**config.mk**
```make
export PLATFORM = sky130hd
export DESIGN_NAME = dsp_mul_top
export DESIGN_NICKNAME = d
export VERILOG_FILES = /design/src/source/dsp_pkg.sv /design/src/source/dsp_lane_if.sv /design/src/source/arb_rr.sv /design/src/source/grant_timer.sv /design/src/source/dsp_nic_mul.sv /design/src/source/dsp_slice.sv /design/src/source/dsp_mul_top.sv
export SDC_FILE = /design/constraint.sdc
export NUM_CORES = 2
export LEC_CHECK = 0
export BUFFER_PORTS_ARGS = -buffer_cell sky130_fd_sc_hd__buf_2
export CAP_MARGIN = 15
export CORE_MARGIN = 2
export CORE_UTILIZATION = 55
export DETAILED_ROUTE_END_ITERATION = 10
export GPL_TIMING_DRIVEN = 0
export PLACE_DENSITY = 0.79
export SYNTH_ARGS = -nofsm -noshare
export SYNTH_HDL_FRONTEND = slang
export SYNTH_SLANG_ARGS = --single-unit
```
**constraint.sdc**
```tcl
create_clock -name clk -period 9.8 [get_ports clk]
set_clock_uncertainty 0.1 [all_clocks]
set_input_delay 0.49 -clock clk [delete_from_list [all_inputs] [get_ports clk]]
set_output_delay 0.49 -clock clk [all_outputs]
set_load 0.1 [all_outputs]
```
**src/source/dsp_pkg.sv**
```systemverilog
/*
 * Shared widths, client count, opcode values, grant quantum and the
 * arbiter state codes for the DSP multiply subsystem.
 */

package dsp_pkg;

    localparam int CLIENTS_N = 2;   // Clients sharing the slice.

    localparam int OP_W = 8;        // Opcode width.
    localparam int AB_W = 18;       // Multiplier operand width, signed.
    localparam int CP_W = 48;       // Addend and result width, signed.

    // Cycles a client may hold the grant while the other one waits.
    localparam int QUANTUM = 4;
    localparam int CNT_W   = 3;     // Grant timer width.

    // Opcodes, unknown values behave as OP_NOP.
    localparam logic [OP_W-1:0] OP_NOP  = 8'h00;  // Idle.
    localparam logic [OP_W-1:0] OP_MUL  = 8'h01;  // p = a * b.
    localparam logic [OP_W-1:0] OP_MAC  = 8'h02;  // p = c + a * b.
    localparam logic [OP_W-1:0] OP_MSU  = 8'h03;  // p = c - a * b.
    localparam logic [OP_W-1:0] OP_PASS = 8'h04;  // p = c.

    // Arbiter states are one-hot on the owner, so the state is the grant.
    localparam logic [CLIENTS_N-1:0] IDLE   = 2'b00;
    localparam logic [CLIENTS_N-1:0] GRANT0 = 2'b01;
    localparam logic [CLIENTS_N-1:0] GRANT1 = 2'b10;

endpackage

```
**src/source/dsp_lane_if.sv**
```systemverilog
/*
 * One DSP lane between the interconnect and the slice: opcode,
 * operands, addend and result.
 */

`timescale 1ns/100ps

interface dsp_lane_if;
    import dsp_pkg::*;

    logic        [OP_W-1:0] op;    // Zero when the lane is idle.
    logic signed [AB_W-1:0] a;     // Multiplicand.
    logic signed [AB_W-1:0] b;     // Multiplier.
    logic signed [CP_W-1:0] c;     // Addend.
    logic signed [CP_W-1:0] p;     // Result, two edges after issue.

    // Interconnect side.
    modport client (
        output op, a, b, c,
        input  p
    );

    // Slice side.
    modport slice (
        input  op, a, b, c,
        output p
    );

endinterface

```
**src/source/arb_rr.sv**
```systemverilog
/*
 * Round-robin arbiter FSM for two clients, with grant start pulse
 * and preemption on timer expiry.
 */

`timescale 1ns/100ps

module arb_rr (
    input  logic                          clk,
    input  logic                          rst,
    input  logic [dsp_pkg::CLIENTS_N-1:0] req,
    input  logic                          expired,
    output logic [dsp_pkg::CLIENTS_N-1:0] gnt,
    output logic                          new_grant
);
    import dsp_pkg::*;

    logic [CLIENTS_N-1:0] state;       // One-hot owner, zero when idle.
    logic [CLIENTS_N-1:0] state_nx;
    logic                 last_owner;  // Client that held the last grant.

    always_comb begin
        state_nx = state;
        case (state)
            IDLE: begin
                if (req[0] && req[1]) begin
                    // Tie goes to the client after the last owner.
                    state_nx = last_owner ? GRANT0 : GRANT1;
                end else if (req[0]) begin
                    state_nx = GRANT0;
                end else if (req[1]) begin
                    state_nx = GRANT1;
                end
            end
            GRANT0: begin
                if (!req[0]) begin
                    state_nx = req[1] ? GRANT1 : IDLE;  // Released.
                end else if (expired && req[1]) begin
                    state_nx = GRANT1;                  // Quantum used up.
                end
            end
            GRANT1: begin
                if (!req[1]) begin
                    state_nx = req[0] ? GRANT0 : IDLE;
                end else if (expired && req[0]) begin
                    state_nx = GRANT0;
                end
            end
            default: begin
                state_nx = IDLE;
            end
        endcase
    end

    // Pulses on the cycle before a new grant shows on gnt.
    assign new_grant = (state_nx != state) && (state_nx != IDLE);

    always_ff @(posedge clk) begin
        if (rst) begin
            state      <= IDLE;
            last_owner <= 1'b1;  // So client 0 wins the first tie.
        end else begin
            state <= state_nx;
            if (state_nx == GRANT0) begin
                last_owner <= 1'b0;
            end else if (state_nx == GRANT1) begin
                last_owner <= 1'b1;
            end
        end
    end

    assign gnt = state;  // Registered grant.

endmodule

```
**src/source/grant_timer.sv**
```systemverilog
/*
 * Saturating grant age counter, flags when the current grant
 * has lasted a full quantum.
 */

`timescale 1ns/100ps

module grant_timer (
    input  logic clk,
    input  logic rst,
    input  logic new_grant,
    output logic expired
);
    import dsp_pkg::*;

    logic [CNT_W-1:0] cnt;  // Grant cycles held, minus one.

    always_ff @(posedge clk) begin
        if (rst) begin
            cnt <= '0;
        end else if (new_grant) begin
            cnt <= '0;  // First cycle of the grant reads zero.
        end else if (!expired) begin
            cnt <= cnt + 1'b1;
        end
    end

    // High on the QUANTUM-th grant cycle, then held.
    assign expired = (cnt == CNT_W'(QUANTUM - 1));

endmodule

```
**src/source/dsp_nic_mul.sv**
```systemverilog
/*
 * Client to slice interconnect: operand mux for the granted client,
 * owner tag pipeline and result steering with done pulses.
 */

`timescale 1ns/100ps

module dsp_nic_mul (
    input  logic                               clk,
    input  logic                               rst,
    input  logic        [dsp_pkg::CLIENTS_N-1:0] gnt,
    input  logic        [dsp_pkg::OP_W-1:0]    client_op [dsp_pkg::CLIENTS_N],
    input  logic signed [dsp_pkg::AB_W-1:0]    client_al [dsp_pkg::CLIENTS_N],
    input  logic signed [dsp_pkg::AB_W-1:0]    client_bl [dsp_pkg::CLIENTS_N],
    input  logic signed [dsp_pkg::CP_W-1:0]    client_cl [dsp_pkg::CLIENTS_N],
    input  logic signed [dsp_pkg::AB_W-1:0]    client_ar [dsp_pkg::CLIENTS_N],
    input  logic signed [dsp_pkg::AB_W-1:0]    client_br [dsp_pkg::CLIENTS_N],
    input  logic signed [dsp_pkg::CP_W-1:0]    client_cr [dsp_pkg::CLIENTS_N],
    output logic signed [dsp_pkg::CP_W-1:0]    client_pl [dsp_pkg::CLIENTS_N],
    output logic signed [dsp_pkg::CP_W-1:0]    client_pr [dsp_pkg::CLIENTS_N],
    output logic        [dsp_pkg::CLIENTS_N-1:0] done,
    output logic                               issue,
    dsp_lane_if.client                         left,
    dsp_lane_if.client                         right
);
    import dsp_pkg::*;

    logic [1:0]           valid_q;   // Op in slice stage one and two.
    logic [CLIENTS_N-1:0] tag_q [2]; // One-hot issuing client per stage.

    // At most one gnt bit is set, so the loop is a plain mux.
    always_comb begin
        left.op  = OP_NOP;
        left.a   = '0;
        left.b   = '0;
        left.c   = '0;
        right.op = OP_NOP;
        right.a  = '0;
        right.b  = '0;
        right.c  = '0;
        for (int i = 0; i < CLIENTS_N; i++) begin
            if (gnt[i]) begin
                left.op  = client_op[i];  // Both lanes share the opcode.
                left.a   = client_al[i];
                left.b   = client_bl[i];
                left.c   = client_cl[i];
                right.op = client_op[i];
                right.a  = client_ar[i];
                right.b  = client_br[i];
                right.c  = client_cr[i];
            end
        end
    end

    assign issue = (left.op != OP_NOP);

    always_ff @(posedge clk) begin
        if (rst) begin
            valid_q <= 2'b00;
        end else begin
            valid_q <= {valid_q[0], issue};
        end
    end

    // Owner tag follows the op through the slice.
    always_ff @(posedge clk) begin
        tag_q[0] <= gnt;
        tag_q[1] <= tag_q[0];
    end

    always_ff @(posedge clk) begin
        if (rst) begin
            done <= '0;
            for (int i = 0; i < CLIENTS_N; i++) begin
                client_pl[i] <= '0;
                client_pr[i] <= '0;
            end
        end else begin
            done <= valid_q[1] ? tag_q[1] : '0;
            for (int i = 0; i < CLIENTS_N; i++) begin
                if (valid_q[1] && tag_q[1][i]) begin
                    client_pl[i] <= left.p;  // Other client keeps its result.
                    client_pr[i] <= right.p;
                end
            end
        end
    end

endmodule

```
**src/source/dsp_slice.sv**
```systemverilog
/*
 * Dual-lane multiply-add slice, two pipeline stages:
 * input registers, then product and add, subtract or pass.
 */

`timescale 1ns/100ps

module dsp_slice (
    input  logic       clk,
    input  logic       rst,
    input  logic       issue,
    dsp_lane_if.slice  left,
    dsp_lane_if.slice  right
);
    import dsp_pkg::*;

    // Index 0 is the left lane, 1 the right lane.
    logic        [OP_W-1:0] op_q [2];
    logic signed [AB_W-1:0] a_q  [2];
    logic signed [AB_W-1:0] b_q  [2];
    logic signed [CP_W-1:0] c_q  [2];
    logic                   v1;        // Stage one holds an op.

    // Result of one lane for a given opcode.
    function automatic logic signed [CP_W-1:0] lane_calc(
        input logic        [OP_W-1:0] op,
        input logic signed [AB_W-1:0] a,
        input logic signed [AB_W-1:0] b,
        input logic signed [CP_W-1:0] c
    );
        logic signed [CP_W-1:0] prod;
        logic signed [CP_W-1:0] res;

        prod = CP_W'(a) * CP_W'(b);  // Sign extended, full 36-bit product.
        case (op)
            OP_MUL:  res = prod;
            OP_MAC:  res = c + prod;
            OP_MSU:  res = c - prod;
            OP_PASS: res = c;
            default: res = '0;        // NOP and unknown codes.
        endcase
        return res;
    endfunction

    always_ff @(posedge clk) begin
        if (rst) begin
            v1 <= 1'b0;
        end else begin
            v1 <= issue;
        end
    end

    // Stage one, loaded only on issue.
    always_ff @(posedge clk) begin
        if (issue) begin
            op_q[0] <= left.op;
            a_q[0]  <= left.a;
            b_q[0]  <= left.b;
            c_q[0]  <= left.c;
            op_q[1] <= right.op;
            a_q[1]  <= right.a;
            b_q[1]  <= right.b;
            c_q[1]  <= right.c;
        end
    end

    // Stage two, p holds until the next op completes.
    always_ff @(posedge clk) begin
        if (v1) begin
            left.p  <= lane_calc(op_q[0], a_q[0], b_q[0], c_q[0]);
            right.p <= lane_calc(op_q[1], a_q[1], b_q[1], c_q[1]);
        end
    end

endmodule

```
**src/source/dsp_mul_top.sv**
```systemverilog
/*
 * Shared DSP multiply subsystem: arbiter, grant timer,
 * interconnect and dual-lane slice.
 */

`timescale 1ns/100ps

module dsp_mul_top (
    input  logic                                 clk,
    input  logic                                 rst,
    input  logic        [dsp_pkg::CLIENTS_N-1:0] req,
    output logic        [dsp_pkg::CLIENTS_N-1:0] gnt,
    input  logic        [dsp_pkg::OP_W-1:0]      client_op [dsp_pkg::CLIENTS_N],
    input  logic signed [dsp_pkg::AB_W-1:0]      client_al [dsp_pkg::CLIENTS_N],
    input  logic signed [dsp_pkg::AB_W-1:0]      client_bl [dsp_pkg::CLIENTS_N],
    input  logic signed [dsp_pkg::AB_W-1:0]      client_ar [dsp_pkg::CLIENTS_N],
    input  logic signed [dsp_pkg::AB_W-1:0]      client_br [dsp_pkg::CLIENTS_N],
    input  logic signed [dsp_pkg::CP_W-1:0]      client_cl [dsp_pkg::CLIENTS_N],
    input  logic signed [dsp_pkg::CP_W-1:0]      client_cr [dsp_pkg::CLIENTS_N],
    output logic signed [dsp_pkg::CP_W-1:0]      client_pl [dsp_pkg::CLIENTS_N],
    output logic signed [dsp_pkg::CP_W-1:0]      client_pr [dsp_pkg::CLIENTS_N],
    output logic        [dsp_pkg::CLIENTS_N-1:0] done
);

    logic new_grant;   // Arbiter is about to hand out a grant.
    logic expired;     // Current grant has used its quantum.
    logic issue;       // Granted client presents an op this cycle.

    dsp_lane_if lane_l ();
    dsp_lane_if lane_r ();

    arb_rr u_arb (
        .clk       (clk),
        .rst       (rst),
        .req       (req),
        .expired   (expired),
        .gnt       (gnt),
        .new_grant (new_grant)
    );

    grant_timer u_timer (
        .clk       (clk),
        .rst       (rst),
        .new_grant (new_grant),
        .expired   (expired)
    );

    // Routes operands in and results back by owner tag.
    dsp_nic_mul u_nic (
        .clk       (clk),
        .rst       (rst),
        .gnt       (gnt),
        .client_op (client_op),
        .client_al (client_al),
        .client_bl (client_bl),
        .client_cl (client_cl),
        .client_ar (client_ar),
        .client_br (client_br),
        .client_cr (client_cr),
        .client_pl (client_pl),
        .client_pr (client_pr),
        .done      (done),
        .issue     (issue),
        .left      (lane_l.client),
        .right     (lane_r.client)
    );

    dsp_slice u_slice (
        .clk   (clk),
        .rst   (rst),
        .issue (issue),
        .left  (lane_l.slice),
        .right (lane_r.slice)
    );

endmodule

```
; ---- Word-level counts from Yosys, hierarchy flattened
; Memory sizes are Yosys's and may differ from the RTL's.
; Index checks and enable logic that the tools add are counted.
[totals]
out_inout_bits = 196
elab_cells = 82
inputBits = 356
latch_bits = 0
romBits = 0
memories = 5
ramBits = 188
ff_bits = 299
[classes]
n_lt_le_gt_ge = 0
add_sub_neg = 5
n_div = 0
bitwise_logic = 1
multipliers = 2
shift = 0
muxes = 31
n_reduce_logical = 12
eq_ne = 14
[mem_list]
columns = memory, depth, width, rd, rd_ports_with_merged_regs, write_ports, line_no
row1 = u_slice.c_q, 2, 48, 2, 0, 2, dsp_slice.sv:21  ; logic signed [CP_W-1:0] c_q [2];
row2 = u_slice.a_q, 2, 18, 2, 0, 2, dsp_slice.sv:19  ; logic signed [AB_W-1:0] a_q [2];
row3 = u_slice.b_q, 2, 18, 2, 0, 2, dsp_slice.sv:20  ; logic signed [AB_W-1:0] b_q [2];
row4 = u_slice.op_q, 2, 8, 2, 0, 2, dsp_slice.sv:18  ; logic [OP_W-1:0] op_q [2];
row5 = u_nic.tag_q, 2, 2, 2, 0, 2, dsp_nic_mul.sv:29  ; logic [CLIENTS_N-1:0] tag_q [2];
[ops]
columns = cell, n
row1 = case mux 48 bit (4 select lines), 2
row2 = 2-to-1 mux 48 bit, 4
row3 = 2-to-1 mux 18 bit, 8
row4 = adder 48 bit, 2
row5 = subtractor 48 bit, 2
row6 = multiplier 18 x 18 -> 36 bit, 2
row7 = == test 8 x 2 -> 1 bit (second input constant), 4
row8 = 2-to-1 mux 2 bit, 9
row9 = == test 8 x 1 -> 1 bit (second input constant), 2
row10 = == test 8 x 3 -> 1 bit (second input constant), 2
row11 = 2-to-1 mux 8 bit, 2
row12 = nonzero test 8 bit, 1
row13 = logical AND 1 bit, 6
row14 = case mux 2 bit (3 select lines), 1
row15 = 2-to-1 mux 1 bit, 5
row16 = == test 2 x 1 -> 1 bit (second input constant), 2
row17 = == test 2 bit (second input constant), 2
row18 = nonzero test 2 bit, 2
row19 = OR reduction 2 bit, 2
row20 = adder 3 x 1 -> 3 bit (second input constant), 1
row21 = == test 3 x 2 -> 1 bit (second input constant), 1
row22 = logical NOT 2 bit, 1
row23 = inequality test 2 bit, 1
row24 = inverter 1 bit, 1

; ---- Logic depth before layout (Yosys ltp)
[depth]
ltp_word = 8
mapped_depth = 43
depth_no_buf = 40

; ---- Modules after synthesis
; A second synthesis with hierarchy kept.
[hier_totals]
cells_unflattened = 5423
hier_area_um2 = 50873.8
[by_module_without_submodules]
columns = mod, n_inst, cells_per_inst, area_per_inst_um2, seq_area_each_um2
row1 = dsp_slice, 1, 4291, 41681.2, 8428.1
row2 = dsp_nic_mul, 1, 1086, 8749.6, 4003.8
row3 = arb_rr, 1, 33, 286.5, 60.1
row4 = grant_timer, 1, 13, 156.4, 60.1

; ---- Least setup slack after synthesis
; Ideal clock, no wire load.
[synth_timing]
path_kind = reg-to-reg
from = memory u_slice.a_q[1][17] (netlist: u_slice.a_q[0][35])
to = register u_slice.right.p[47], data pin
path_buffers = 4
setup_ps = 261
t_arrival_ps = 9867
synth_period_minus_slack_ps = 10228
t_required_ps = 9439
setup_slack_ps = -428
stages_incl_launch_ff = 37
path_cell_list = edfxtp_1 clkbuf_1 clkbuf_1 nand2_1 fa_1 inv_1 fa_1 fa_1 fa_1 fa_1 inv_1 fa_1 inv_1 ha_1 clkbuf_1 and4_1 and2_1 a221oi_1 nor2b_1 a21oi_1 or2_2 o21ba_2 and2_1 clkbuf_1 nor3b_1 a211oi_1 a21oi_1 ha_1 and3_1 and3_1 a211o_1 a41o_1 a2111oi_0 o311ai_0 xor2_1 o21bai_1 a221o_1
[synth_lines]
columns = element, line_no
row1 = from (decl), dsp_slice.sv:19
row2 = to (decl), dsp_lane_if.sv:26  ; output p

==> run metrics <==
result of the run finished, violations left; violated checks negative setup slack; count of unique library cells instantiated by Yosys 92; Synthesized Nets 6569; total global-route track usage 0.3542; via count of the first global-routing pass 42.32k; cell total after placement 6991; list of most frequent post-synthesis cells nand2_1, inv_1, fa_1; Period minus WS final 10.02 ns; setup repair after global routing missed its margin yes; clk sink count 478; fin nets 7399; initial antenna violation count 5; worst setup margin -0.2165 ns; clock tree from TritonCTS yes; slack of the worst reg-to-reg path -0.22 ns; Final setup violation count 2; utilization of the core after routing 0.6650; type of the setup path with the least slack register to register; register clock-pin slew on the reported worst setup and hold paths 0.07 ns; detailed-route wire length per cell 22.82 um; most instantiated library cell after synthesis nand2_1; setup tns final -0.2167 ns; fin cells 7305; number of max-slew violations in the final report 0; overall die area 92100 sq um; type of element launching the critical path register; share of the synthesized area in the top cell type 0.2679; Top-Level Pins 552; RePlAce Congestion 0.9799; data arrival time at the worst-slack endpoint 10.26 ns; first-pass GRT wire length 246100 um; Worst path max stage delay 0.52 ns; Area after DPL 53740 sq um; effective utilization at floorplan 0.5565; cell at the slowest stage of the critical path fa_1; latest clock arrival within the worst-skew pair 0.63 ns; area of the mapped netlist 49330 sq um; critical-path maximum fanout 10; Synth Warn # 0; # rows 109; sort of element at the end of the critical path register; total gr overflow 0; estimated wirelength of the detail-placed design 128400 um; number of endpoints with negative hold slack in the final report 0; drt total wl 166700 um; #FFs+latches synth 478; number of maximum-capacitance constraint violations 0; Post-synth EDFFs 272; fraction of the yosys area taken by sequential cells 0.2492; horizontal die dimension 303.5 um; Max H-tree Level 2; number of port buffers 550; Hold Crit Depth 2; area overhead of the layout relative to synthesis 19.51%; biggest area consumer among synthesized cells fa_1; Post-synth top flop edfxtp_1; required time at the endpoint of the critical path 10.04 ns; fill count 6913; core outline area 88650 sq um; ranking of synthesized cells by area fa_1, edfxtp_1, dfxtp_1, ha_1, nand2_1; vias post-DR 42.85k; routed vias/inst 5.866; fraction of final layout cells sized beyond drive strength 1 0.1971; CTS hold repair buffers 0; most repeated library cell on the critical path fa_1; count of antenna-violating nets left after detailed routing 0; Die Y-Extent 303.5 um; number of design rule violations left after detail routing 0; logic depth of the worst register-to-register path 37; Period Utilization, post-route 1.022; Root Buffer clkbuf_16; worst-margin pin slew 1.240 ns; First DRT Iteration DRCs 4608; share of synthesized flip-flops with an asynchronous set or reset 0; synthesized area per cell 9.366 sq um; iteration count of the initial detailed-routing pass 8; maximum number of pins on one net before global-route repair 69; number of clock buffers inserted by TritonCTS 49; summed area of non-filler cells in the final layout 58950 sq um; Bufs on Longest Clock Path 3; post-synthesis instance total 5267; remaining max-slew budget at the tightest pin 0.1734; worst min path class primary input to register; Fmax 99.84 MHz
metal layers:
layer | vias up | track usage | routed length [um]
met5 | - | 0 | 13
met4 | 2 | 0.1647 | 9130
met3 | 482 | 0.08931 | 19540
met2 | 2528 | 0.5558 | 74110
met1 | 20850 | 0.4629 | 63920
li1 | 18990 | - | -
worst paths after layout:
check | startpoint | to
hold / removal | client_ar[19] | u_slice.a_q[0][19]
setup / recovery | u_slice.b_q[0][28] | u_slice.right.p[47]
setup reg to reg | u_slice.b_q[0][28] | u_slice.right.p[47]
hold reg to reg | u_nic.tag_q[0][0] | u_nic.tag_q[0][2]
metrics by stage:
step / hold WS, ns / setup slack (ns)
after floorplan: 0.2096 / 0.03449
after global placement: 0.2127 / -1.549
after detailed placement: 0.2300 / -1.619
after CTS: 0.02972 / 0.0006315
after global routing: 0.06350 / -0.5060
final: 0.04340 / -0.2165
state kept, by name, summed over array words and instances (netlist names), 4 cells and up:
register and count:
u_nic.tag_q 4, u_slice.left.p 48, u_nic.client_pr 96, u_slice.op_q 8, u_nic.client_pl 96, u_slice.c_q 96
u_slice.right.p 48, u_slice.b_q 36, u_slice.a_q 36
worst max-delay path, delay by kind of cell, from the launching register on:
family | cells | cell delay (ns)
AOI/OAI and AO/OA | 11 | 2.76
and+or+nand+nor | 7 | 1.40
xor gates and xnor gates | 3 | 0.64
buffers and inverters | 8 | 0.84
adders and majority gates | 8 | 3.61
DFF | 1 | 0.39
cell usage in the layout, fill, tap and decap left out, types with 27 or more instances in the layout:
| cell | instances |
|---|---|
| nor3_1 | 34 |
| a21o_1 | 71 |
| and2_1 | 334 |
| inv_1 | 758 |
| o21a_1 | 29 |
| xor2_1 | 87 |
| dfxtp_1 | 205 |
| ha_1 | 254 |
| a22o_1 | 177 |
| o21ai_0 | 114 |
| nor2_1 | 132 |
| nand2b_1 | 33 |
| fa_1 | 643 |
| buf_4 | 227 |
| nand3_1 | 27 |
| nand2_1 | 795 |
| buf_6 | 32 |
| a21oi_1 | 357 |
| a22oi_1 | 39 |
| clkbuf_1 | 150 |
| buf_2 | 558 |
| clkbuf_16 | 51 |
| xnor2_1 | 107 |
| edfxtp_1 | 272 |
timing repair:
action,in CTS,in global routing
pin swaps,64,98
gates resized for setup,268,238
setup endpoints to repair,46,31
setup buffers,139,106
hold endpoints to repair,0,0
cell families (layout without fill, tap and decap cells):
family | count (synthesis) | after routing | synth area share
XOR/XNOR | 219 | 219 | 0.03888
adder cells (fa/ha/maj) | 946 | 946 | 0.3404
other | 0 | 6 | 0
AO/OA/AOI/OAI | 1069 | 1069 | 0.1448
flip-flops | 478 | 478 | 0.2492
AND/OR/NAND/NOR | 1527 | 1527 | 0.1469
multiplexers | 8 | 8 | 0.001623
buffers and inverters | 1020 | 1887 | 0.07822
final cells by class:
cell class / count / area, sq um / share of cell area
timing repair buffer: 805 / 4902 / 0.08316
clock buffer: 71 / 1393 / 0.02362
tap: 1165 / 1458 / 0.02473
clock inverter: 17 / 207.7 / 0.003523
inverter: 769 / 2898 / 0.04916
multi-input combinational: 3769 / 34540 / 0.5859
buffer: 225 / 1246 / 0.02114
sequential: 478 / 12300 / 0.2086
antenna: 6 / 15.01 / 0.0002547
Power is not shown: default switching activity piles up to over one toggle a cycle in this logic, so the estimate is an artifact.
